===== config.mk =====
export PLATFORM = sky130hd
export DESIGN_NAME = lru_tracker_flat
export DESIGN_NICKNAME = d
export VERILOG_FILES = /design/src/logic/l2_cache_pkg.sv /design/src/logic/lru_if.sv /design/src/logic/lru_tracker.sv /design/src/flat_wrapper.sv
export VERILOG_INCLUDE_DIRS = /design/src /design/src/logic
export SDC_FILE = /design/constraint.sdc
export NUM_CORES = 1
export LEC_CHECK = 0
export ABC_AREA = 1
export BUFFER_PORTS_ARGS = -buffer_cell sky130_fd_sc_hd__buf_2
export CELL_PAD_IN_SITES_DETAIL_PLACEMENT = 1
export CELL_PAD_IN_SITES_GLOBAL_PLACEMENT = 1
export CORE_ASPECT_RATIO = 0.7
export CORE_MARGIN = 3
export CORE_UTILIZATION = 30
export DETAILED_ROUTE_END_ITERATION = 10
export PLACE_DENSITY_LB_ADDON = 0.15
export RECOVER_POWER = 100
export SYNTH_ARGS = -nofsm -noshare
export SYNTH_HDL_FRONTEND = slang
export SYNTH_SLANG_ARGS = --single-unit

===== constraint.sdc =====
create_clock -name CLK -period 13.1 [get_ports CLK]
set_clock_uncertainty 0.1 [all_clocks]
set_input_delay 3.93 -clock CLK [delete_from_list [all_inputs] [get_ports CLK]]
set_output_delay 3.93 -clock CLK [all_outputs]
set_load 0.01 [all_outputs]

===== src/logic/l2_cache_defines.svh =====
`ifndef L2_CACHE_DEFINES_SVH
`define L2_CACHE_DEFINES_SVH

// Cache geometry
`define L2_SETS        128
`define L2_WAYS        4
`define L2_LINE_BEATS  8

// Sets cleared by the sweep after reset
`define L2_INIT_SETS   `L2_SETS

// Top bit index of the DDR beat address
`define L2_ADDR_BITS   24

// Bus widths
`define L2_CPU_ADDR    30
`define L2_CPU_WORD    32
`define L2_DDR_BEAT    64

`endif


===== src/logic/l2_cache_pkg.sv =====
`default_nettype none

`include "l2_cache_defines.svh"

package l2_cache_pkg;

	// CPU bus
	typedef logic [`L2_CPU_ADDR-1:0]     cpu_addr_t;
	typedef logic [`L2_CPU_WORD-1:0]     cpu_data_t;
	typedef logic [`L2_CPU_WORD/8-1:0]   cpu_be_t;
	typedef logic [3:0]                  burst_t;

	// DDR bus
	typedef logic [`L2_ADDR_BITS:0]      ddr_addr_t;
	typedef logic [`L2_DDR_BEAT-1:0]     ddr_data_t;
	typedef logic [`L2_DDR_BEAT/8-1:0]   ddr_be_t;
	typedef logic [7:0]                  ddr_burst_t;

	// Cache organisation
	typedef logic [$clog2(`L2_SETS)-1:0]       set_idx_t;
	typedef logic [$clog2(`L2_LINE_BEATS)-1:0] beat_idx_t;
	typedef logic [`L2_ADDR_BITS-$clog2(`L2_SETS)-$clog2(`L2_LINE_BEATS):0] tag_t;
	typedef logic [$clog2(`L2_WAYS)-1:0]       way_idx_t;
	typedef logic [`L2_WAYS-1:0]               way_mask_t;
	typedef logic [$clog2(`L2_WAYS)-1:0]       lru_age_t;

	typedef enum logic [2:0] {
		INIT, IDLE, WRITE_ONE, READ_ONE, FILL, TAG_WRITE
	} ctrl_state_t;

endpackage

`default_nettype wire


===== src/logic/lru_if.sv =====
`timescale 1ns/1ns
`default_nettype none

interface lru_if;

	l2_cache_pkg::set_idx_t set;
	logic                   touch;
	l2_cache_pkg::way_idx_t touch_way;

	// Way holding the oldest age of the set
	l2_cache_pkg::way_idx_t victim;

	modport ctrl (
		output set, touch, touch_way,
		input  victim
	);

	modport lru (
		input  set, touch, touch_way,
		output victim
	);

endinterface

`default_nettype wire


===== src/logic/lru_tracker.sv =====
`timescale 1ns/1ns
`default_nettype none

`include "l2_cache_defines.svh"

module lru_tracker (
	input logic CLK,
	lru_if.lru  lru
);

	l2_cache_pkg::lru_age_t  ages [`L2_SETS][`L2_WAYS];
	l2_cache_pkg::lru_age_t  touched_age;
	l2_cache_pkg::way_mask_t age_seen;

	// Power-up ages follow the way number
	initial begin
		for (int s = 0; s < `L2_SETS; s++) begin
			for (int w = 0; w < `L2_WAYS; w++) begin
				ages[s][w] = l2_cache_pkg::lru_age_t'(w);
			end
		end
	end

	always_comb begin
		lru.victim  = '0;
		age_seen    = '0;
		touched_age = ages[lru.set][lru.touch_way];
		for (int w = 0; w < `L2_WAYS; w++) begin
			if (ages[lru.set][w] == '1) begin
				lru.victim = l2_cache_pkg::way_idx_t'(w);
			end
			age_seen[ages[lru.set][w]] = 1'b1;
		end
	end

	always @(posedge CLK) begin
		if (lru.touch) begin
			for (int w = 0; w < `L2_WAYS; w++) begin
				if (l2_cache_pkg::way_idx_t'(w) == lru.touch_way) begin
					ages[lru.set][w] <= '0;
				end else if (ages[lru.set][w] < touched_age) begin
					ages[lru.set][w] <= ages[lru.set][w] + 1'b1;
				end
			end
		end
	end

	// Touches keep every age of a set distinct
	assert property (@(posedge CLK) !$isunknown(lru.set) |-> &age_seen);

endmodule

`default_nettype wire


===== src/flat_wrapper.sv =====
// flat-port wrapper written by rule: the top's interface ports become plain ports
module lru_tracker_flat 
  (CLK, lru_set, lru_touch, lru_touch_way, lru_victim);
  lru_if lru_i ();
  input logic CLK;
  input wire logic [$bits(lru_i.set)-1:0] lru_set;
  input wire logic [$bits(lru_i.touch)-1:0] lru_touch;
  input wire logic [$bits(lru_i.touch_way)-1:0] lru_touch_way;
  output wire logic [$bits(lru_i.victim)-1:0] lru_victim;
  assign lru_i.set = lru_set;
  assign lru_i.touch = lru_touch;
  assign lru_i.touch_way = lru_touch_way;
  assign lru_victim = lru_i.victim;
  lru_tracker u_core (.CLK(CLK), .lru(lru_i));
endmodule

==> impl_metrics.tcl, run 1 <==
set metrics [dict create \
    outcome "complete, but fails checks" \
    violations "max-capacitance violations, max-slew violations" \
    synth_nets 4061 \
    path_max_fanout 76 \
    yosysSeqAreaShare_pct 68.8 \
    wl_per_cell_um 29.6 \
    grt_max_degree 121 \
    worst_ir_drop_vdd_uv 103 \
    io_pins 13 \
    vias 32200 \
    cts.clk_slew.worst_paths_ns 0.07 \
    diodes 0 \
    clk_path_buf_depth 3 \
    yosysMostFrequentCell "nand2_1" \
    holdBufCountCts 0 \
    finalPower_w 0.00769 \
    synth_top_family_by_area "simple AND/OR/NAND/NOR gates" \
    port_buffers 12 \
    drc 0 \
    top_layer "met4" \
    synth_mux_area_share_pct 0 \
    grt_pass1_wl_um 251000 \
    routed_wl_um 178000 \
    synth_xor_area_share_pct 0 \
    synthTopCellsByCount "nand2_1 (1186), edfxtp_1 (1024), a21oi_1 (604)" \
    hold_path_class "reg -> reg" \
    yosysWarnings 0 \
    synthCells 4043 \
    met3_length_um 12200 \
    die_h_um 329 \
    cts-root-buf "clkbuf_16" \
    ant_nets 0 \
    first_pass_iters 5 \
    place_hpwl_um 108000 \
    cp.required_ns 13.35 \
    grt_pass1_vias 31700 \
    synthDistinctLibCells 38 \
    finalSetupViolations 0 \
    final-max-slew-violation-count 703 \
    finalSetupTns_ns 0 \
    synth-edff-count 1024 \
    synth_adder_area_share_pct 0.196 \
    synth_area_leader_cell "edfxtp_1" \
    areaGrowthSynthToFinish_pct 12.4 \
    grt_overflow 0 \
    crit_path_start_kind "input port" \
    power_density_nw_per_um2 153 \
    via_per_inst 5.34 \
    antenna_found_initial 13 \
    critPathKind "in -> reg" \
    wl_met1_um 89100 \
    whs_ns 1.20 \
    p_leak_nw 17.7 \
    ys.flop_type "edfxtp_1" \
    synth_area_um2 44700 \
    worstPathArrival_ns 12.30 \
    layout-drive-gt1-share_pct 7.40 \
    syn_avg_cell_area_um2 11.0 \
    clock_sinks 1024 \
    dieArea_um2 154000 \
    coreArea_um2 147000 \
    synth_simple_gate_area_share_pct 14.7 \
    final_hold_viol_count 0 \
    die_w_um 467 \
    met2WireLength_um 74000 \
    largest_reg_flops 1024 \
    max_freq_mhz 83.0 \
    reg_top3 "u_core.ages x1024" \
    synth_top_area_share_pct 68.8 \
    worst_pin_slew_ns 4.24 \
    layout.nets 3995 \
    postCtsResizedCells 0 \
    async_flop_share_pct 0 \
    ys_ff_latch 1024 \
    crit_path_end_kind "flip-flop" \
    gp_congestion 0.809 \
    fillers 16100 \
    rsz0062_at_grt "false" \
    cts_max_level 3 \
    cts_tree "yes" \
    cts_setup_buffers 0 \
    drv_cap 11 \
    drt_iter0_drc 3634 \
    regMostFlops "u_core.ages" \
    min_path_cells 7 \
    slew_headroom_pct -183 \
    multi_input_area_um2 11400 \
    period_needed_ns 12.05 \
    post-route-period-util_pct 92.0 \
    grt_use_total_pct 22.8 \
    synth_compound_area_share_pct 10.5 \
    insertion_delay_ns 0.73 \
    cts-buffers-inserted 106 \
    start_util_pct 30.5 \
    rows 117 \
    synthTopCellsByArea "edfxtp_1 (69%), nand2_1 (10%), a21oi_1 (6.8%)" \
    ff2ff_path_depth 16 \
    regArea_um2 30700 \
]
-- path summary, 6_finish.rpt --
| kind | start | to | slack (ns) |
|---|---|---|---|
| setup / recovery | lru_set[0] | u_core.ages[29][2]$_DFFE_PP_ | 1.05 |
| hold / removal | u_core.ages[102][0]$_DFFE_PP_ | u_core.ages[56][0]$_DFFE_PP_ | 1.20 |
| setup reg to reg | u_core.ages[28][7]$_DFFE_PP_ | u_core.ages[29][2]$_DFFE_PP_ | 5.17 |
| hold reg to reg | u_core.ages[102][0]$_DFFE_PP_ | u_core.ages[56][0]$_DFFE_PP_ | 1.20 |
-- cell families (layout without fill, tap and decap cells) --
logic type,count (synthesis),in the layout
compound gates,837,837
fa+ha+maj,7,7
buf+inv,538,564
flops,1024,1024
simple gates,1637,1637
-- worst max-delay path, cell delays in order --
cell       delay (ns)
buf_8            0.18
inv_8            0.43
nor2_4           0.32
buf_12           0.30
nand2_1          0.11
o2111ai_1        0.16
o21ai_0          0.82
nand2_1          0.12
nand2_1          0.09
nand2_1          0.05
nor2_1           0.22
nand3_1          0.19
nand2_1          0.11
nand2_1          0.06
nor2_1           0.29
ha_1             0.30
nand2_1          0.07
nand2_1          2.35
nor2_1           0.89
clkbuf_4         1.05
-- placed cells by master, fill, tap and decap left out, drive strengths merged, types with 4 or more instances in the layout --
cell type,count
buf,95
clkinvlp,5
clkinv,48
nand3,117
nor2,236
or2,36
ha,7
o21ai,80
o2bb2ai,6
bufinv,17
edfxtp,1024
nand4,52
a22o,13
o2111a,6
a221oi,49
o211ai,4
a22oi,64
clkbuf,140
a21oi,606
o2111ai,5
nor3,5
inv,257
nand2,1191
-- layer usage --
layer | global-route usage, % | up-vias
li1 | - | 14000
met1 | 36.4 | 16900
met2 | 32.7 | 1209
met3 | 3.35 | 182
met4 | 4.11 | 0
met5 | 0 | -
-- final cells by class --
class	instances	share of cell area, %
multi-input cells	2481	22.8
clock inverters	71	1.60
inverters	256	1.95
flip-flops and latches	1024	61.2
repair buffers	108	1.96
well taps	1963	4.89
clock buffers	129	5.58
-- where the power goes --
group	internal, W	switching (W)
combinational	0.000111	0.000629
clock	0.00186	0.00138
sequential	0.00371	0.00000172
total	0.00568	0.00201
-- metrics by stage --
| step | std cells | area (um^2) | setup slack, ns | util (%) |
|---|---|---|---|---|
| floorplan | 4043 | 44700 | 2.65 | - |
| global placement | 5832 | 46800 | 1.43 | 31.9 |
| finish | 6032 | 50200 | 1.05 | 34.2 |
| detailed placement | 5832 | 46800 | 1.43 | 31.9 |
| global route | 6032 | 50200 | 0.674 | 34.2 |
| CTS | 6032 | 50400 | 1.41 | 34.3 |
(Power assumes the default switching activity.)
==> run 2: changes to the inputs <==
==> constraint.sdc (replaced) <==
create_clock -name CLK -period 13.1 [get_ports CLK]
set_clock_uncertainty 0.1 [all_clocks]
set_input_delay 2.62 -clock CLK [delete_from_list [all_inputs] [get_ports CLK]]
set_output_delay 2.62 -clock CLK [all_outputs]
set_load 0.01 [all_outputs]
==> impl_metrics.tcl, run 2 (synthesis results as in run 1) <==
set metrics [dict create \
    outcome "complete, but fails checks" \
    violations "max-capacitance violations, max-slew violations" \
    fillers 16100 \
    cpMostUsedCell "nand2_1" \
    io_pins 13 \
    grt_pass1_wl_um 252000 \
    routed_wl_um 180000 \
    antenna_found_initial 12 \
    grt_pass1_vias 31600 \
    dieArea_um2 154000 \
    regMostFlops "u_core.ages" \
    gp_congestion 0.859 \
    rows 117 \
    layout-drive-gt1-share_pct 6.63 \
    wl_per_cell_um 29.9 \
    path_delay_family "simple AND/OR/NAND/NOR gates" \
    place_area_um2 46600 \
    insertion_delay_ns 0.72 \
    grt_overflow 0 \
    max_freq_mhz 88.2 \
    first_pass_iters 5 \
    start_util_pct 30.5 \
    drc 0 \
    grt_use_total_pct 23.1 \
    worst_pin_slew_ns 3.62 \
    place_hpwl_um 108000 \
    cts.clk_slew.worst_paths_ns 0.07 \
    crit_path_end_kind "flip-flop" \
    areaGrowthSynthToFinish_pct 10.9 \
    max_stage_delay_ns 2.54 \
    cts_tree "yes" \
    finalSetupViolations 0 \
    clk_path_buf_depth 3 \
    final_common_cell "nand2_1" \
    largest_reg_flops 1024 \
    power_density_nw_per_um2 148 \
    cts_setup_buffers 0 \
    coreArea_um2 147000 \
    critPathKind "in -> reg" \
    clock_sinks 1024 \
    final_cell_area_um2 49600 \
    worstPathArrival_ns 11.62 \
    postCtsResizedCells 0 \
    layout.nets 3979 \
    hold_path_class "reg -> reg" \
    cts_max_level 3 \
    finalSetupTns_ns 0 \
    slew_headroom_pct -142 \
    slowest_stage "nand2_1" \
    path_max_fanout 68 \
    post-route-period-util_pct 86.6 \
    drt_iter0_drc 3502 \
    cts-buffers-inserted 104 \
    regArea_um2 30700 \
    port_buffers 12 \
    crit_path_start_kind "input port" \
    die_w_um 467 \
    crit_buf_inv 5 \
    rsz0062_at_grt "false" \
    final_cell_mix "nand2_1 (1182), edfxtp_1 (1024), a21oi_1 (605)" \
    crit_chain "buf_2, buf_4, nor2_4, nand2_1, inv_4, buf_4, nand2_1, nand2_1, a221oi_1, nand4_1, nand2_1, a21oi_1, nor2_1, nand2_1, nand2_1, nand2_1, nor2_1, ha_1, nand2_1, nand2_1, buf_4, a21oi_1" \
    final_hold_viol_count 0 \
    ant_nets 0 \
    die_h_um 329 \
    vias 31800 \
    final_cells 6007 \
    p_leak_nw 17.3 \
    holdBufCountCts 0 \
    period_needed_ns 11.34 \
    final-max-slew-violation-count 520 \
    drv_cap 10 \
    cts-root-buf "clkbuf_16" \
    cp.required_ns 13.37 \
    reg_top3 "u_core.ages x1024" \
    grt_max_degree 129 \
    via_per_inst 5.30 \
    placed_cells 5818 \
    worst_ir_drop_vdd_uv 93.7 \
    multi_input_area_um2 11400 \
]
-- run 2: cell type report --
| type | instances | area share [%] |
|---|---|---|
| antenna | 3 | 0.0151 |
| clock buffer | 136 | 5.62 |
| clock inverter | 50 | 0.634 |
| inverter | 256 | 1.98 |
| multi-input combinational | 2481 | 23.1 |
| sequential | 1024 | 62.1 |
| tap | 1963 | 4.96 |
| timing repair buffer | 94 | 1.64 |
-- run 2: per-stage QoR --
stage	setup WS, ns	hold WS (ns)	util, %	power, W
after floorplan	3.96	1.22	-	0.00418
after detailed placement	2.90	1.43	31.7	0.00452
after global placement	2.93	1.43	31.7	0.00452
after CTS	2.90	1.42	33.8	0.00737
after global routing	1.52	1.57	33.8	0.00755
final	1.76	1.43	33.8	0.00732
-- run 2: worst paths after layout --
kind	slack [ns]	end	start	cells after the start
max	1.76	u_core.ages[24][6]$_DFFE_PP_	lru_set[2]	22
min	1.43	u_core.ages[100][7]$_DFFE_PP_	u_core.ages[58][7]$_DFFE_PP_	10
max reg2reg	5.72	u_core.ages[24][6]$_DFFE_PP_	u_core.ages[35][3]$_DFFE_PP_	15
min reg2reg	1.43	u_core.ages[100][7]$_DFFE_PP_	u_core.ages[58][7]$_DFFE_PP_	10
-- run 2: report_power, final --
part | leakage [nW] | switching (W) | internal, W | total [W]
sequential | 9.43 | 0.00000164 | 0.00371 | 0.00371
combinational | 6.40 | 0.000629 | 0.000112 | 0.000741
clock | 1.52 | 0.00132 | 0.00155 | 0.00287
-- run 2: layer usage --
| layer | part of all wire, % | global-route usage (%) | vias to the layer above |
|---|---|---|---|
| met4 | 2.4 | 5.68 | 4 |
| met5 | 0.015 | 0 | - |
| met1 | 49 | 35.6 | 16500 |
| met2 | 41 | 32.0 | 1163 |
| met3 | 8.2 | 5.75 | 221 |
| li1 | - | - | 13900 |
-- run 2: tightest hold or removal path, delay by kind of cell, from the launching register on --
kind,cells,cell delay [ns]
and+or+nand+nor,9,0.65
DFF,1,0.33
buffers and inverters,1,0.28
==> run 3: changes to the inputs <==
--- a/config.mk
+++ b/config.mk
@@ -6,14 +6,15 @@
 export SDC_FILE = /design/constraint.sdc
 export NUM_CORES = 1
 export LEC_CHECK = 0
-export ABC_AREA = 1
 export BUFFER_PORTS_ARGS = -buffer_cell sky130_fd_sc_hd__buf_2
 export CELL_PAD_IN_SITES_DETAIL_PLACEMENT = 1
 export CELL_PAD_IN_SITES_GLOBAL_PLACEMENT = 1
 export CORE_ASPECT_RATIO = 0.7
 export CORE_MARGIN = 3
 export CORE_UTILIZATION = 30
+export CTS_CLUSTER_SIZE = 14
 export DETAILED_ROUTE_END_ITERATION = 10
+export HOLD_SLACK_MARGIN = 0.02
 export PLACE_DENSITY_LB_ADDON = 0.15
 export RECOVER_POWER = 100
 export SYNTH_ARGS = -nofsm -noshare
==> impl_metrics.tcl, run 3 <==
set metrics [dict create \
    outcome "complete, but fails checks" \
    violations "max-capacitance violations, max-slew violations" \
    p_leak_nw 15.5 \
    grt_pass1_vias 29400 \
    reg_top3 "u_core.ages x1024" \
    final_hold_viol_count 0 \
    synthDistinctLibCells 87 \
    die_w_um 465 \
    synth-edff-count 1024 \
    grt_use_met2_pct 32.6 \
    cell_internal_pwr_w 0.00562 \
    crit_buf_inv 5 \
    whs_ns 1.43 \
    cts-buffers-inserted 105 \
    path_max_fanout 47 \
    wl_per_cell_um 36.3 \
    seq_power_share_pct 48.5 \
    ys.flop_type "edfxtp_1" \
    worst_ir_drop_vdd_uv 97.2 \
    cts_setup_buffers 0 \
    hold_path_class "reg -> reg" \
    largest_reg_flops 1024 \
    cp.required_ns 10.38 \
    synth_area_um2 44200 \
    ff2ff_path_depth 13 \
    synth_area_leader_cell "edfxtp_1" \
    final_cells 4994 \
    via_per_inst 5.87 \
    synthTopCellsByArea "edfxtp_1 (70%), mux2i_1 (3.7%), a22oi_1 (2.8%)" \
    yosysMostFrequentCell "edfxtp_1" \
    areaGrowthSynthToFinish_pct 11.0 \
    final-max-slew-violation-count 676 \
    cts-root-buf "clkbuf_16" \
    met1_usage_pct 36.7 \
    clk_path_buf_depth 3 \
    vias 29300 \
    holdBufCountCts 0 \
    grt_use_total_pct 23.4 \
    insertion_delay_ns 0.72 \
    max_stage_delay_ns 1.96 \
    fillers 15100 \
    crit_path_end_kind "output port" \
    dieArea_um2 152000 \
    ant_nets 0 \
    first_pass_iters 5 \
    synth_top_area_share_pct 69.6 \
    place_hpwl_um 114000 \
    finalSetupViolations 0 \
    routed_wl_um 181000 \
    final_cell_mix "edfxtp_1 (1024), nor3_1 (261), nand2_1 (188)" \
    gp_congestion 0.901 \
    ys_ff_latch 1024 \
    coreArea_um2 146000 \
    multi_input_area_um2 11500 \
    drt_iter0_drc 3933 \
    syn_avg_cell_area_um2 14.7 \
    r2r-start "u_core.ages[1][1]$_DFFE_PP_" \
    period_needed_ns 11.64 \
    slowest_stage "clkbuf_1" \
    top_usage_layer "met1" \
    rsz0062_at_grt "false" \
    die_h_um 327 \
    pre_cts_ws_ns 2.80 \
    worstPathArrival_ns 8.92 \
    grt_overflow 0 \
    yosysWarnings 0 \
    critPathKind "in -> out" \
    cts.clk_slew.worst_paths_ns 0.06 \
    power_frac_comb_pct 10.6 \
    crit_path_start_kind "input port" \
    cts_max_level 3 \
    synthTopCellsByCount "edfxtp_1 (1024), nand2_1 (195), a21oi_1 (187)" \
    r2r-end "u_core.ages[121][3]$_DFFE_PP_" \
    port_buffers 12 \
    grt_max_degree 129 \
    grt_pass1_wl_um 250000 \
    async_flop_share_pct 0 \
    yosysSeqAreaShare_pct 69.6 \
    synthCells 2997 \
    finalSetupTns_ns 0 \
    io_pins 13 \
    antenna_found_initial 9 \
    regMostFlops "u_core.ages" \
    start_util_pct 30.3 \
    p_switching_w 0.00200 \
    placed_cells 4801 \
    cts_tree "yes" \
    clock_sinks 1024 \
    slew_headroom_pct -79.5 \
    power_density_nw_per_um2 155 \
    drv_cap 12 \
    worst_slack_ns 1.46 \
    postCtsResizedCells 0 \
    grt_use_met3_pct 5.07 \
    max_freq_mhz 85.9 \
    path_delay_family "buffers and inverters" \
    worst_pin_slew_ns 2.69 \
    rows 117 \
    drc 0 \
    synth_nets 3015 \
    crit_start "lru_set[0]" \
    crit_chain "buf_6, buf_4, and3b_1, clkbuf_1, a221oi_1, o21ai_0, o211ai_1, and4_1, o21ai_1, ha_1, inv_1, a21o_1, buf_2" \
    crit_cells 13 \
    final_common_cell "edfxtp_1" \
    regArea_um2 30700 \
    layout.nets 2963 \
    layout-drive-gt1-share_pct 12.2 \
    r2r_slack_ns 6.45 \
    switching_share_pct 26.3 \
    post-route-period-util_pct 88.9 \
    crit_path_end "lru_victim[0]" \
    p_clk_share_pct 40.9 \
]
-- run 3: cell types whose count changed after synthesis, moves of 29 or more --
cell,before,now
nand3_1,116,19
nor2_1,229,177
nor3_2,1,100
nand4_1,52,6
mux4_2,0,29
a22oi_1,64,166
inv_1,248,16
nor3_1,4,165
mux2_2,0,41
nand2_1,1186,195
a21oi_1,604,187
mux2i_1,0,165
-- run 3: power by group through the flow --
stage,clock (W),sequential [W],combinational [W]
after detailed placement,0,0.00375,0.000832
after global routing,0.00330,0.00369,0.000842
after floorplan,0,0.00378,0.000474
final,0.00312,0.00369,0.000811
after CTS,0.00316,0.00368,0.000834
after global placement,0,0.00375,0.000825
-- run 3: cell type report --
| type | instances | share of cell area, % |
|---|---|---|
| multi-input combinational | 1686 | 23.4 |
| inverter | 17 | 0.130 |
| tap | 1963 | 5.01 |
| clock inverter | 61 | 1.36 |
| antenna | 1 | 0.00511 |
| sequential | 1024 | 62.7 |
| clock buffer | 131 | 5.69 |
| timing repair buffer | 111 | 1.66 |
-- run 3: metrics by stage --
step / total power [W] / area, um^2 / utilization, %
finish: 0.00762 / 49000 / 33.6
global route: 0.00783 / 49000 / 33.6
CTS: 0.00768 / 49700 / 34.1
detailed placement: 0.00459 / 46200 / 31.7
global placement: 0.00458 / 46200 / 31.7
floorplan: 0.00426 / 44200 / -
-- run 3: per-layer routing --
| layer | vias up | wire length [um] |
|---|---|---|
| met3 | 232 | 16000 |
| met5 | - | 0 |
| met2 | 1477 | 74100 |
| met4 | 0 | 4260 |
| met1 | 15800 | 86700 |
| li1 | 11800 | - |
-- run 3: worst min-delay path: stages (launching register included) --
cell      delay [ns]
edfxtp_1        0.33
a22oi_1         0.19
o22ai_1         0.23
or4_4           0.18
or2_2           0.12
a211oi_1        0.21
-- run 3: cell families after synthesis --
| kind of cell | count (synthesis) | share of synthesized area, % |
|---|---|---|
| flops | 1024 | 69.6 |
| mux | 237 | 6.31 |
| simple gates | 776 | 9.50 |
| buf+inv | 287 | 3.59 |
| fa+ha+maj | 7 | 0.198 |
| compound gates | 666 | 10.8 |
-- run 3: worst min-delay path by stage --
stage,from,cells past startpoint,slack [ns],to
2_1_floorplan,u_core.ages[25][0]$_DFFE_PP_,7,1.10,u_core.ages[127][0]$_DFFE_PP_
3_3_place_gp,u_core.ages[17][0]$_DFFE_PP_,5,1.25,u_core.ages[82][0]$_DFFE_PP_
3_5_place_dp,u_core.ages[25][0]$_DFFE_PP_,5,1.22,u_core.ages[86][0]$_DFFE_PP_
4_1_cts,u_core.ages[25][0]$_DFFE_PP_,5,1.24,u_core.ages[67][0]$_DFFE_PP_
5_1_grt,u_core.ages[25][0]$_DFFE_PP_,5,1.45,u_core.ages[87][0]$_DFFE_PP_
6_report,u_core.ages[25][0]$_DFFE_PP_,5,1.43,u_core.ages[87][0]$_DFFE_PP_
