$ cat src/logic/l2_cache_defines.svh
`ifndef L2_CACHE_DEFINES_SVH
`define L2_CACHE_DEFINES_SVH

// Cache geometry
`define L2_SETS        128
`define L2_WAYS        4
`define L2_LINE_BEATS  8

// Sets cleared by the sweep after reset
`define L2_INIT_SETS   `L2_SETS

// Top bit index of the DDR beat address
`define L2_ADDR_BITS   24

// Bus widths
`define L2_CPU_ADDR    30
`define L2_CPU_WORD    32
`define L2_DDR_BEAT    64

`endif

$ cat src/logic/l2_cache_pkg.sv
`default_nettype none

`include "l2_cache_defines.svh"

package l2_cache_pkg;

	// CPU bus
	typedef logic [`L2_CPU_ADDR-1:0]     cpu_addr_t;
	typedef logic [`L2_CPU_WORD-1:0]     cpu_data_t;
	typedef logic [`L2_CPU_WORD/8-1:0]   cpu_be_t;
	typedef logic [3:0]                  burst_t;

	// DDR bus
	typedef logic [`L2_ADDR_BITS:0]      ddr_addr_t;
	typedef logic [`L2_DDR_BEAT-1:0]     ddr_data_t;
	typedef logic [`L2_DDR_BEAT/8-1:0]   ddr_be_t;
	typedef logic [7:0]                  ddr_burst_t;

	// Cache organisation
	typedef logic [$clog2(`L2_SETS)-1:0]       set_idx_t;
	typedef logic [$clog2(`L2_LINE_BEATS)-1:0] beat_idx_t;
	typedef logic [`L2_ADDR_BITS-$clog2(`L2_SETS)-$clog2(`L2_LINE_BEATS):0] tag_t;
	typedef logic [$clog2(`L2_WAYS)-1:0]       way_idx_t;
	typedef logic [`L2_WAYS-1:0]               way_mask_t;
	typedef logic [$clog2(`L2_WAYS)-1:0]       lru_age_t;

	typedef enum logic [2:0] {
		INIT, IDLE, WRITE_ONE, READ_ONE, FILL, TAG_WRITE
	} ctrl_state_t;

endpackage

`default_nettype wire

$ cat src/logic/way_access_if.sv
`timescale 1ns/1ns
`default_nettype none

interface way_access_if;

	// Lookup address
	l2_cache_pkg::set_idx_t  set;
	l2_cache_pkg::tag_t      tag;
	l2_cache_pkg::beat_idx_t beat;
	logic                    half;

	// Line fill with one beat per strobe
	logic                    fill_we;
	l2_cache_pkg::way_idx_t  fill_way;
	l2_cache_pkg::beat_idx_t fill_beat;
	l2_cache_pkg::ddr_data_t fill_data;
	logic                    tag_we;

	// Write hit
	logic                    upd_we;
	l2_cache_pkg::ddr_data_t upd_data;
	l2_cache_pkg::ddr_be_t   upd_be;

	logic                    inv_we;

	logic                    hit;
	l2_cache_pkg::way_idx_t  hit_way;
	l2_cache_pkg::cpu_data_t rd_data;

	modport ctrl (
		output set, tag, beat, half,
		output fill_we, fill_way, fill_beat, fill_data, tag_we,
		output upd_we, upd_data, upd_be, inv_we,
		input  hit, hit_way
	);

	modport ways (
		input  set, tag, beat, half,
		input  fill_we, fill_way, fill_beat, fill_data, tag_we,
		input  upd_we, upd_data, upd_be, inv_we,
		output hit, hit_way, rd_data
	);

endinterface

`default_nettype wire

$ cat src/logic/lru_if.sv
`timescale 1ns/1ns
`default_nettype none

interface lru_if;

	l2_cache_pkg::set_idx_t set;
	logic                   touch;
	l2_cache_pkg::way_idx_t touch_way;

	// Way holding the oldest age of the set
	l2_cache_pkg::way_idx_t victim;

	modport ctrl (
		output set, touch, touch_way,
		input  victim
	);

	modport lru (
		input  set, touch, touch_way,
		output victim
	);

endinterface

`default_nettype wire

$ cat src/logic/cache_controller.sv
`timescale 1ns/1ns
`default_nettype none

`include "l2_cache_defines.svh"

module cache_controller (
	input  logic                     CLK,
	input  logic                     rst,
	input  l2_cache_pkg::cpu_addr_t  CPU_ADDR,
	input  l2_cache_pkg::cpu_data_t  CPU_DIN,
	output logic                     CPU_DOUT_READY,
	input  l2_cache_pkg::cpu_be_t    CPU_BE,
	input  l2_cache_pkg::burst_t     CPU_BURSTCNT,
	output logic                     CPU_BUSY,
	input  logic                     CPU_RD,
	input  logic                     CPU_WE,
	output l2_cache_pkg::ddr_addr_t  DDRAM_ADDR,
	output l2_cache_pkg::ddr_data_t  DDRAM_DIN,
	input  l2_cache_pkg::ddr_data_t  DDRAM_DOUT,
	input  logic                     DDRAM_DOUT_READY,
	output l2_cache_pkg::ddr_be_t    DDRAM_BE,
	output l2_cache_pkg::ddr_burst_t DDRAM_BURSTCNT,
	input  logic                     DDRAM_BUSY,
	output logic                     DDRAM_RD,
	output logic                     DDRAM_WE,
	way_access_if.ctrl               way,
	lru_if.ctrl                      lru
);

	localparam int BEAT_BITS = $clog2(`L2_LINE_BEATS);
	localparam int SET_BITS  = $clog2(`L2_SETS);

	l2_cache_pkg::ctrl_state_t state;
	l2_cache_pkg::set_idx_t    sweep;
	l2_cache_pkg::set_idx_t    look_set;
	l2_cache_pkg::ddr_addr_t   addr;
	logic                      half;
	l2_cache_pkg::burst_t      burst_left;
	l2_cache_pkg::cpu_data_t   din;
	l2_cache_pkg::cpu_be_t     be;
	l2_cache_pkg::ddr_be_t     be64;
	l2_cache_pkg::beat_idx_t   fill_cnt;
	l2_cache_pkg::way_idx_t    victim;
	logic                      dout_ready;
	logic                      ddr_rd;
	logic                      ddr_we;

	// Byte lanes of the addressed 32-bit half
	assign be64 = half ? {be, l2_cache_pkg::cpu_be_t'(0)} : {l2_cache_pkg::cpu_be_t'(0), be};

	assign look_set = (state == l2_cache_pkg::INIT) ? sweep
		: l2_cache_pkg::set_idx_t'(addr >> BEAT_BITS);

	assign way.set       = look_set;
	assign way.tag       = l2_cache_pkg::tag_t'(addr >> (BEAT_BITS + SET_BITS));
	assign way.beat      = l2_cache_pkg::beat_idx_t'(addr);
	assign way.half      = half;
	assign way.fill_we   = (state == l2_cache_pkg::FILL) && DDRAM_DOUT_READY;
	assign way.fill_way  = victim;
	assign way.fill_beat = fill_cnt;
	assign way.fill_data = DDRAM_DOUT;
	assign way.tag_we    = (state == l2_cache_pkg::TAG_WRITE);
	assign way.upd_we    = (state == l2_cache_pkg::WRITE_ONE) && way.hit && !DDRAM_BUSY;
	assign way.upd_data  = {din, din};
	assign way.upd_be    = be64;
	assign way.inv_we    = (state == l2_cache_pkg::INIT);

	assign lru.set       = look_set;
	assign lru.touch     = (state == l2_cache_pkg::READ_ONE) && way.hit;
	assign lru.touch_way = way.hit_way;

	// Reads always fetch the whole aligned line
	assign DDRAM_ADDR     = ddr_rd
		? (addr & ~l2_cache_pkg::ddr_addr_t'(`L2_LINE_BEATS - 1)) : addr;
	assign DDRAM_DIN      = {din, din};
	assign DDRAM_BE       = be64;
	assign DDRAM_BURSTCNT = ddr_rd ? l2_cache_pkg::ddr_burst_t'(`L2_LINE_BEATS)
		: l2_cache_pkg::ddr_burst_t'(1);
	assign DDRAM_RD       = ddr_rd;
	assign DDRAM_WE       = ddr_we;

	assign CPU_BUSY       = (state != l2_cache_pkg::IDLE);
	assign CPU_DOUT_READY = dout_ready;

	always_ff @(posedge CLK) begin
		dout_ready <= 1'b0;
		if (!DDRAM_BUSY) begin
			ddr_rd <= 1'b0;
			ddr_we <= 1'b0;
		end

		if (rst) begin
			state  <= l2_cache_pkg::INIT;
			sweep  <= '0;
			ddr_rd <= 1'b0;
			ddr_we <= 1'b0;
		end else begin
			case (state)
				l2_cache_pkg::INIT: begin
					sweep <= sweep + 1'b1;
					if (sweep == l2_cache_pkg::set_idx_t'(`L2_INIT_SETS - 1)) begin
						state <= l2_cache_pkg::IDLE;
					end
				end

				l2_cache_pkg::IDLE: begin
					if (CPU_RD || CPU_WE) begin
						addr       <= l2_cache_pkg::ddr_addr_t'(CPU_ADDR >> 1);
						half       <= CPU_ADDR[0];
						burst_left <= CPU_BURSTCNT;
						din        <= CPU_DIN;
						be         <= CPU_BE;
					end
					if (CPU_RD) begin
						state <= l2_cache_pkg::READ_ONE;
					end else if (CPU_WE) begin
						ddr_we <= 1'b1;
						state  <= l2_cache_pkg::WRITE_ONE;
					end
				end

				l2_cache_pkg::WRITE_ONE: begin
					if (!DDRAM_BUSY) begin
						state <= l2_cache_pkg::IDLE;
					end
				end

				l2_cache_pkg::READ_ONE: begin
					if (way.hit) begin
						dout_ready <= 1'b1;
						half       <= ~half;
						burst_left <= burst_left - 1'b1;
						if (half) begin
							addr <= addr + 1'b1;
						end
						if (burst_left <= 1) begin
							state <= l2_cache_pkg::IDLE;
						end
					end else begin
						victim   <= lru.victim;
						fill_cnt <= '0;
						ddr_rd   <= 1'b1;
						state    <= l2_cache_pkg::FILL;
					end
				end

				l2_cache_pkg::FILL: begin
					if (DDRAM_DOUT_READY) begin
						fill_cnt <= fill_cnt + 1'b1;
						if (fill_cnt == l2_cache_pkg::beat_idx_t'(`L2_LINE_BEATS - 1)) begin
							state <= l2_cache_pkg::TAG_WRITE;
						end
					end
				end

				l2_cache_pkg::TAG_WRITE: begin
					state <= l2_cache_pkg::READ_ONE;
				end

				default: begin
					state <= l2_cache_pkg::INIT;
				end
			endcase
		end
	end

	// DDR returns beats only for a line fill that is in progress
	assert property (@(posedge CLK) disable iff (rst)
		DDRAM_DOUT_READY |-> state == l2_cache_pkg::FILL);

	assert property (@(posedge CLK) disable iff (rst)
		(DDRAM_RD || DDRAM_WE) && DDRAM_BUSY |=>
		$stable({DDRAM_RD, DDRAM_WE, DDRAM_ADDR, DDRAM_DIN, DDRAM_BE, DDRAM_BURSTCNT}));

	assert property (@(posedge CLK) disable iff (rst)
		CPU_BUSY |-> !(CPU_RD || CPU_WE));

endmodule

`default_nettype wire

$ cat src/flat_wrapper.sv
// flat-port wrapper written by rule: the top's interface ports become plain ports
module cache_controller_flat 
  (CLK, rst, CPU_ADDR, CPU_DIN, CPU_DOUT_READY, CPU_BE, CPU_BURSTCNT, CPU_BUSY, CPU_RD, CPU_WE, DDRAM_ADDR, DDRAM_DIN, DDRAM_DOUT, DDRAM_DOUT_READY, DDRAM_BE, DDRAM_BURSTCNT, DDRAM_BUSY, DDRAM_RD, DDRAM_WE, way_set, way_tag, way_beat, way_half, way_fill_we, way_fill_way, way_fill_beat, way_fill_data, way_tag_we, way_upd_we, way_upd_data, way_upd_be, way_inv_we, way_hit, way_hit_way, lru_set, lru_touch, lru_touch_way, lru_victim);
  way_access_if way_i ();
  lru_if lru_i ();
  input  logic CLK;
  input  logic rst;
  input  l2_cache_pkg::cpu_addr_t CPU_ADDR;
  input  l2_cache_pkg::cpu_data_t CPU_DIN;
  output logic CPU_DOUT_READY;
  input  l2_cache_pkg::cpu_be_t CPU_BE;
  input  l2_cache_pkg::burst_t CPU_BURSTCNT;
  output logic CPU_BUSY;
  input  logic CPU_RD;
  input  logic CPU_WE;
  output l2_cache_pkg::ddr_addr_t DDRAM_ADDR;
  output l2_cache_pkg::ddr_data_t DDRAM_DIN;
  input  l2_cache_pkg::ddr_data_t DDRAM_DOUT;
  input  logic DDRAM_DOUT_READY;
  output l2_cache_pkg::ddr_be_t DDRAM_BE;
  output l2_cache_pkg::ddr_burst_t DDRAM_BURSTCNT;
  input  logic DDRAM_BUSY;
  output logic DDRAM_RD;
  output logic DDRAM_WE;
  output wire logic [$bits(way_i.set)-1:0] way_set;
  output wire logic [$bits(way_i.tag)-1:0] way_tag;
  output wire logic [$bits(way_i.beat)-1:0] way_beat;
  output wire logic [$bits(way_i.half)-1:0] way_half;
  output wire logic [$bits(way_i.fill_we)-1:0] way_fill_we;
  output wire logic [$bits(way_i.fill_way)-1:0] way_fill_way;
  output wire logic [$bits(way_i.fill_beat)-1:0] way_fill_beat;
  output wire logic [$bits(way_i.fill_data)-1:0] way_fill_data;
  output wire logic [$bits(way_i.tag_we)-1:0] way_tag_we;
  output wire logic [$bits(way_i.upd_we)-1:0] way_upd_we;
  output wire logic [$bits(way_i.upd_data)-1:0] way_upd_data;
  output wire logic [$bits(way_i.upd_be)-1:0] way_upd_be;
  output wire logic [$bits(way_i.inv_we)-1:0] way_inv_we;
  input wire logic [$bits(way_i.hit)-1:0] way_hit;
  input wire logic [$bits(way_i.hit_way)-1:0] way_hit_way;
  output wire logic [$bits(lru_i.set)-1:0] lru_set;
  output wire logic [$bits(lru_i.touch)-1:0] lru_touch;
  output wire logic [$bits(lru_i.touch_way)-1:0] lru_touch_way;
  input wire logic [$bits(lru_i.victim)-1:0] lru_victim;
  assign way_set = way_i.set;
  assign way_tag = way_i.tag;
  assign way_beat = way_i.beat;
  assign way_half = way_i.half;
  assign way_fill_we = way_i.fill_we;
  assign way_fill_way = way_i.fill_way;
  assign way_fill_beat = way_i.fill_beat;
  assign way_fill_data = way_i.fill_data;
  assign way_tag_we = way_i.tag_we;
  assign way_upd_we = way_i.upd_we;
  assign way_upd_data = way_i.upd_data;
  assign way_upd_be = way_i.upd_be;
  assign way_inv_we = way_i.inv_we;
  assign way_i.hit = way_hit;
  assign way_i.hit_way = way_hit_way;
  assign lru_set = lru_i.set;
  assign lru_touch = lru_i.touch;
  assign lru_touch_way = lru_i.touch_way;
  assign lru_i.victim = lru_victim;
  cache_controller u_core (.CLK(CLK), .rst(rst), .CPU_ADDR(CPU_ADDR), .CPU_DIN(CPU_DIN), .CPU_DOUT_READY(CPU_DOUT_READY), .CPU_BE(CPU_BE), .CPU_BURSTCNT(CPU_BURSTCNT), .CPU_BUSY(CPU_BUSY), .CPU_RD(CPU_RD), .CPU_WE(CPU_WE), .DDRAM_ADDR(DDRAM_ADDR), .DDRAM_DIN(DDRAM_DIN), .DDRAM_DOUT(DDRAM_DOUT), .DDRAM_DOUT_READY(DDRAM_DOUT_READY), .DDRAM_BE(DDRAM_BE), .DDRAM_BURSTCNT(DDRAM_BURSTCNT), .DDRAM_BUSY(DDRAM_BUSY), .DDRAM_RD(DDRAM_RD), .DDRAM_WE(DDRAM_WE), .way(way_i), .lru(lru_i));
endmodule
$ cat config.mk
export PLATFORM = sky130hd
export DESIGN_NAME = cache_controller_flat
export DESIGN_NICKNAME = d
export VERILOG_FILES = /design/src/logic/l2_cache_pkg.sv /design/src/logic/way_access_if.sv /design/src/logic/lru_if.sv /design/src/logic/cache_controller.sv /design/src/flat_wrapper.sv
export VERILOG_INCLUDE_DIRS = /design/src /design/src/logic
export SDC_FILE = /design/constraint.sdc
export NUM_CORES = 1
export LEC_CHECK = 0
export BUFFER_PORTS_ARGS = -buffer_cell sky130_fd_sc_hd__buf_2
export CORE_AREA = 2 2 168 170
export CTS_CLUSTER_SIZE = 12
export DETAILED_ROUTE_END_ITERATION = 12
export DIE_AREA = 0 0 170 172
export PLACE_DENSITY = 0.48
export SETUP_SLACK_MARGIN = 0.02
export SLEW_MARGIN = 15
export SYNTH_ARGS = -nofsm -noshare
export SYNTH_HDL_FRONTEND = slang
export SYNTH_SLANG_ARGS = --single-unit
$ cat constraint.sdc
create_clock -name CLK -period 4.2 [get_ports CLK]
set_input_delay 0 -clock CLK [delete_from_list [all_inputs] [get_ports CLK]]
set_output_delay 0 -clock CLK [all_outputs]
set_load 0.05 [all_outputs]
==> results of run 1 <==
==> cells in the final DEF (no fill, tap or decap), types with 3 or more instances in the layout <==
cell / n
nor3_1: 8
a31oi_1: 12
inv_1: 13
nand2b_1: 5
a21oi_1: 5
dfxtp_1: 13
edfxtp_1: 71
conb_1: 6
nor2b_1: 10
nand4_1: 7
xnor2_1: 14
o21ai_0: 30
o31ai_1: 5
buf_2: 292
clkbuf_16: 9
ha_1: 6
nand2_1: 56
and2_1: 9
xor2_1: 5
or4_1: 4
buf_4: 3
nand3_1: 9
nor2_1: 28
or3_1: 9
dlygate4sd3_1: 63
==> per-stage QoR <==
step / utilization [%] / std cells
finish: 24.31 / 1063
global route: 24.31 / 1063
CTS: 24.29 / 1061
floorplan: - / 554
global placement: 20.94 / 982
detailed placement: 20.94 / 982
==> layout make-up <==
type                       count  area, um2  area share, %
clock inverter                 7      65.06         0.9741
antenna                        2      5.005        0.07493
tap                          346      432.9          6.482
timing repair buffer         358       2115          31.66
inverter                      13      48.80         0.7306
sequential                    84       2392          35.82
multi-input combinational    244       1395          20.89
clock buffer                   9      225.2          3.372
==> timing repair <==
action                                  in CTS  in global routing
endpoints found under the setup margin       0                  0
hold buffers                                63                  0
endpoints found under the hold margin       62                  0
==> state kept, by name, summed over array words and instances (netlist names) <==
| name | count |
|---|---|
| u_core.sweep | 7 |
| u_core.DDRAM_WE | 1 |
| u_core.DDRAM_RD | 1 |
| u_core.addr | 25 |
| u_core.CPU_DOUT_READY | 1 |
| u_core.din | 32 |
| u_core.way.fill_way | 2 |
| u_core.be | 4 |
| u_core.burst_left | 4 |
| u_core.way.half | 1 |
| u_core.way.fill_beat | 3 |
| u_core.state | 3 |
==> path summary, 6_finish.rpt <==
path	startpoint	to	slack [ns]	cells past startpoint
max	u_core.state[0]	u_core.din[2]	1.53	4
min	DDRAM_DOUT[63]	way_fill_data[63]	0.00002	0
max reg2reg	u_core.state[0]	u_core.din[2]	1.53	4
min reg2reg	u_core.sweep[1]	u_core.sweep[1]	0.51	2
==> per-layer routing <==
| metal | part of all wire (%) | wire length (um) |
|---|---|---|
| met1 | 43 | 7025 |
| met4 | 1.4 | 223 |
| met5 | 0 | 0 |
| met2 | 49 | 7919 |
| met3 | 6.7 | 1082 |
==> where the power goes <==
group / internal [uW] / switching (uW) / total (uW) / leakage, uW
Clock: 459 / 357 / 816 / 0.000145
Combinational: 237 / 809 / 1050 / 0.00203
Sequential: 980 / 82.7 / 1060 / 0.000751
Total: 1680 / 1250 / 2930 / 0.00292
==> cells by family after synthesis <==
kind of cell	after synthesis	synth area share [%]
xor+xnor	19	3.110
other cells	1	0.07008
mux	2	0.3741
fa+ha+maj	6	1.403
buf+inv	226	29.95
compound gates	57	6.243
simple gates	154	14.15
flops	84	44.70
==> reports/qor.yml, run 1 <==
pwr:
  p_total_uw: 2926
  peakVddDrop_uv: 186.4
  power_density_nw_per_um2: 438.0
  p_leak_uw: 0.002923
layout:
  layout-drive-gt1-share_pct: 43.92
  fin_nets: 861
  areaGrowthSynthToFinish_pct: 24.81
  stdcell_area_um2: 6679
  fillers: 2988
yosys:
  synth_seq_cells: 84
  synth_area_leaders: "edfxtp_1 40%, buf_4 28%, dfxtp_1 4.9%"
  netlist_top_cells_count: "199 x buf_4, 71 x edfxtp_1, 56 x nand2_1"
  yosysTopAreaCell: "edfxtp_1"
  syn_avg_cell_area_um2: 9.748
  synth_edf_count: 71
  synth.distinct_cells: 38
  syn-cell-area_um2: 5351
  synthCells: 549
  synth.most_common_cell: "buf_4"
  ys_warn_count: 0
  synthArstFlopShare_pct: 0
  synth_top_area_share_pct: 39.84
  synth_ff_type: "edfxtp_1"
  synth_seq_area_share_pct: 44.70
timing:
  max_freq_mhz: 374.6
  finalSetupViolations: 0
  drv_slew: 0
  holdWs_ns: 0.00001933
  skew_ns: 0.008762
  fin_setup_tns_ns: 0
  hold_viol: 0
  relSlewSlack_pct: 26.16
  min_period_ns: 2.669
  finalCritPeriodShare_pct: 63.55
  rsz0062_at_grt: "no"
  fin_ws_ns: 1.531
  worst_pin_slew_ns: 1.108
clocking:
  tritoncts: "built"
  clk_latency_ns: 0.34
  clockRootBuffer: "clkbuf_16"
  clockBufferDepth: 2
  clk_pin_slew_ns: 0.07
  htreeDepth: 3
  post_cts.repair.setup_buffers: 0
  cts_buffers: 9
  clock-sinks: 84
  cts_resized: 0
global_routing:
  grt.busiest_layer: "met2"
  grt_pass1_wl_um: 22200
  grtUsageMet3_pct: 2.998
  grt_pass1_vias: 3728
  grt_overflow: 0
  grt_max_degree: 37
  track_usage_pct: 10.42
  grt_antenna_before_repair: 2
  use_met1_pct: 12.57
  use_met2_pct: 17.91
setup_path:
  crit_path_frequent_cell: "nor2b_1"
  critPathKind: "reg2reg"
  arrival_ns: 2.63
  crit_path_start_kind: "flip-flop"
  path_delay_family: "simple AND/OR/NAND/NOR gates"
  cp.required_ns: 4.16
  crit_buf_inv: 0
  slowest_delay_ns: 0.90
  crit_chain: "nor2b_1 > nor2b_1 > o21ai_0 > nor2_4"
  cp_slowest_cell: "nor2_4"
  cp-end-kind: "flip-flop"
  path_max_fanout: 36
route:
  ant_nets: 0
  drt_pass1_iterations: 4
  viasPerCell: 3.845
  drtIter0Drc: 172
  routedWlPerCell_um: 15.29
  drcViolationCount: 0
  totalWireLength_um: 16250
  vias: 4087
floorplanning:
  design.portCount: 435
  initial_core_util_pct: 19.48
  fp.coreArea_um2: 27480
  die_area_um2: 29240
  num_rows: 61
  die_h_um: 172
  die_w_um: 170
hold_path:
  hp-class: "in2out"
placement:
  place_hpwl_um: 12270
  gp_congestion: 0.7429
  dpl_cell_area_um2: 5753
  numPortBuffers: 292
  place_ws_ns: 1.485
run:
  drv_cap: 0
outcome:
  status: "finished clean"
No activity file was read; power rests on OpenSTA's default activity.
==> run 2: changes to the inputs <==
Settings changed: ABC_AREA set to 1, CORE_AREA 2 2 168 170 to 2 2 171 173, DIE_AREA 0 0 170 172 to 0 0 173 175.
Clock period 4.2 ns to 2.5 ns, I/O delays scaled along.
==> run 2 against run 1 <==
- critical path depth rose by 2
- clock power rose by 64%
- utilization up 0.52 points
- clock skew up 0.0014 ns
- largest cell class unchanged
- cell count increased by 14%
- register-to-register slack got worse by 0.98 ns
- sequential share of layout area decreased by 1.9 points
- first-iteration DRC count down 18%
- total power grew 120%
- synthesized cell count up 18%
==> reports/qor.yml, run 2 <==
setup_path:
  cp.required_ns: 2.49  # -1.67 ns
  path_max_fanout: 5  # -86%
  critPathKind: "reg2reg"
  arrival_ns: 1.93  # -0.70 ns
  crit_path_start_kind: "flip-flop"
  cp-end-kind: "flip-flop"
clocking:
  htreeDepth: 3  # unchanged
  clock-sinks: 84  # unchanged
  clockRootBuffer: "clkbuf_16"
  clk_latency_ns: 0.35  # about the same
  clk_pin_slew_ns: 0.06  # about the same
  tritoncts: "built"
  clockBufferDepth: 2  # unchanged
  post_cts.repair.setup_buffers: 0  # unchanged
  cts_resized: 0  # unchanged
  cts_buffers: 9  # unchanged
layout:
  fin_nets: 972  # +13%
  antenna_cells: 0  # -2
  largest_register_ffs: 32  # unchanged
  layout_common_cells: "292 x buf_2, 134 x nand2_1, 71 x dlygate4sd3_1, 71 x edfxtp_1, 51 x nor2_1"
  fillers: 3124  # +4.6%
  largestRegisters: "u_core.din: 32 flops, u_core.addr: 25 flops, u_core.sweep: 7 flops"
  layout_commonest_cell: "buf_2"
  layout-drive-gt1-share_pct: 40.44  # -3.5 points
  top_register: "u_core.din"
  areaGrowthSynthToFinish_pct: 26.54
floorplanning:
  die_w_um: 173  # +1.8%
  num_rows: 62  # +1.6%
  fp.coreArea_um2: 28390  # +3.3%
  initial_core_util_pct: 19.62  # +0.15 points
  die_area_um2: 30280  # +3.5%
  die_h_um: 175  # +1.7%
  design.portCount: 435  # unchanged
timing:
  min_period_ns: 1.946  # -0.7235 ns
  max_freq_mhz: 513.9  # +37%
  rsz0062_at_grt: "no"
  finalSetupViolations: 0  # unchanged
  finalCritPeriodShare_pct: 77.83  # +14 points
  fin_setup_tns_ns: 0  # unchanged
  drv_slew: 0  # unchanged
  relSlewSlack_pct: 62.26  # +36 points
  fin_ws_ns: 0.5542  # -0.9765 ns
  worst_pin_slew_ns: 0.5661  # -0.5414 ns
  skew_ns: 0.01015  # +0.001386 ns
  hold_viol: 0  # unchanged
global_routing:
  grt_pass1_vias: 4274  # +15%
  grt_antenna_before_repair: 0  # -2
  grt_pass1_wl_um: 24830  # +12%
  grt_max_degree: 41  # +11%
  track_usage_pct: 10.84  # +0.42 points
  grt_overflow: 0  # unchanged
pwr:
  power_density_nw_per_um2: 910.1  # +110%
  peakVddDrop_uv: 710.5  # +280%
  p_leak_uw: 0.003260  # +12%
yosys:
  synth_seq_area_share_pct: 42.94  # -1.8 points
  ys_warn_count: 0  # unchanged
  syn-cell-area_um2: 5572  # +4.1%
  synth_seq_cells: 84  # unchanged
  syn_avg_cell_area_um2: 8.625  # -12%
  synth_ff_type: "edfxtp_1"
  yosysTopAreaCell: "edfxtp_1"
  synth_edf_count: 71  # unchanged
  synth.distinct_cells: 35  # -7.9%
  synth.most_common_cell: "buf_4"
  synthCells: 646  # +18%
  synth_top_area_share_pct: 38.27  # -1.6 points
  netlist_top_cells_count: "199 x buf_4, 134 x nand2_1, 71 x edfxtp_1"
  synth_area_leaders: "edfxtp_1 38%, buf_4 27%, nand2_1 9.0%"
  synthArstFlopShare_pct: 0  # unchanged
placement:
  place_hpwl_um: 13150  # +7.2%
  numPortBuffers: 292  # unchanged
  place_ws_ns: 0.5129  # -0.9722 ns
  gp_congestion: 0.7970  # +7.3%
route:
  viasPerCell: 3.721  # -3.2%
  drtIter0Drc: 141  # -18%
  drcViolationCount: 0  # unchanged
  routedWlPerCell_um: 13.91  # -9.0%
  vias: 4503  # +10%
  drt_pass1_iterations: 5  # +1
  totalWireLength_um: 16840  # +3.6%
  ant_nets: 0  # unchanged
run:
  drv_cap: 0  # unchanged
outcome:
  status: "finished clean"
hold_path:
  hp-class: "in2out"
## run 2: cell count changes after synthesis, moves of 9 or more
cell      previous run  this run
a31oi_1             12         2
clkbuf_1            12         2
inv_1               13        47
nand2_1             56       134
nand3_1              9        25
nor2_1              29        52
nor2b_1             10         0
o21ai_0             30        11
o21ai_1              0        14
or3_1                9         0
## run 2: critical path, stage by stage (launching register included)
cell and delay (ns):
dfxtp_1 0.41, inv_1 0.08, nor2_1 0.16, inv_1 0.07
nor2_1 0.16, o21ai_1 0.19, a21oi_1 0.50
## run 2: timing repair
| item | 4_1_cts | 5_1_grt |
|---|---|---|
| hold endpoints to repair | 71 | 0 |
| hold buffers | 71 | 0 |
| endpoints found under the setup margin | 0 | 0 |
## run 2: cells by family (layout without fill, tap and decap cells)
family | count (synthesis) | after routing | synth area share, %
XOR/XNOR | 13 | 13 | 2.044
adder cells (fa/ha/maj) | 6 | 6 | 1.347
AO/OA/AOI/OAI | 41 | 41 | 3.863
other | 1 | 6 | 0.06731
flip-flops | 84 | 84 | 42.94
buffers and inverters | 260 | 435 | 31.13
AND/OR/NAND/NOR | 241 | 241 | 18.62
## run 2: final cells by class
cell class | instances | area, um2 | share of cell area (%)
clock inverter | 3 | 20.02 | 0.2839
timing repair buffer | 367 | 2215 | 31.41
clock buffer | 13 | 270.3 | 3.833
sequential | 84 | 2392 | 33.93
multi-input combinational | 307 | 1475 | 20.92
tap | 384 | 480.5 | 6.815
inverter | 52 | 197.7 | 2.804
## run 2: final timing paths
| check | from | endpoint | slack, ns | cells after the start |
|---|---|---|---|---|
| min | DDRAM_DOUT[17] | way_fill_data[17] | 0.00002 | 0 |
| min reg2reg | u_core.sweep[1] | u_core.sweep[1] | 0.49 | 2 |
| max reg2reg | u_core.state[0] | u_core.burst_left[0] | 0.55 | 6 |
| max | u_core.state[0] | u_core.burst_left[0] | 0.55 | 6 |
## run 2: through the flow
step | std cells | power [uW] | hold WS, ns | utilization (%) | area [um2]
6_report | 1210 | 6416 | 0.00001932 | 24.83 | 7051
5_1_grt | 1210 | 6754 | 0.00006847 | 24.83 | 7051
4_1_cts | 1210 | 6533 | 0.0003409 | 24.83 | 7051
3_5_place_dp | 1123 | 5051 | 0.0003409 | 21.31 | 6050
3_3_place_gp | 1123 | 5045 | 0.0003409 | 21.31 | 6050
2_1_floorplan | 651 | 4936 | 0.07847 | - | 5597
## run 2: power breakdown
part	internal (uW)	switching (uW)	total, uW	leakage (uW)
logic	641	2440	3080	0.00237
clock network	755	589	1340	0.000138
registers	1760	235	1990	0.000753
## run 2: metal layers
layer / up-vias / routed length (um) / track usage [%] / share of wire, %
li1: 2204 / - / - / -
met1: 2066 / 7084 / 12.77 / 42
met2: 216 / 8309 / 18.75 / 49
met3: 17 / 1196 / 3.351 / 7.1
met4: 0 / 244 / 3.531 / 1.4
met5: - / 0 / 0 / 0
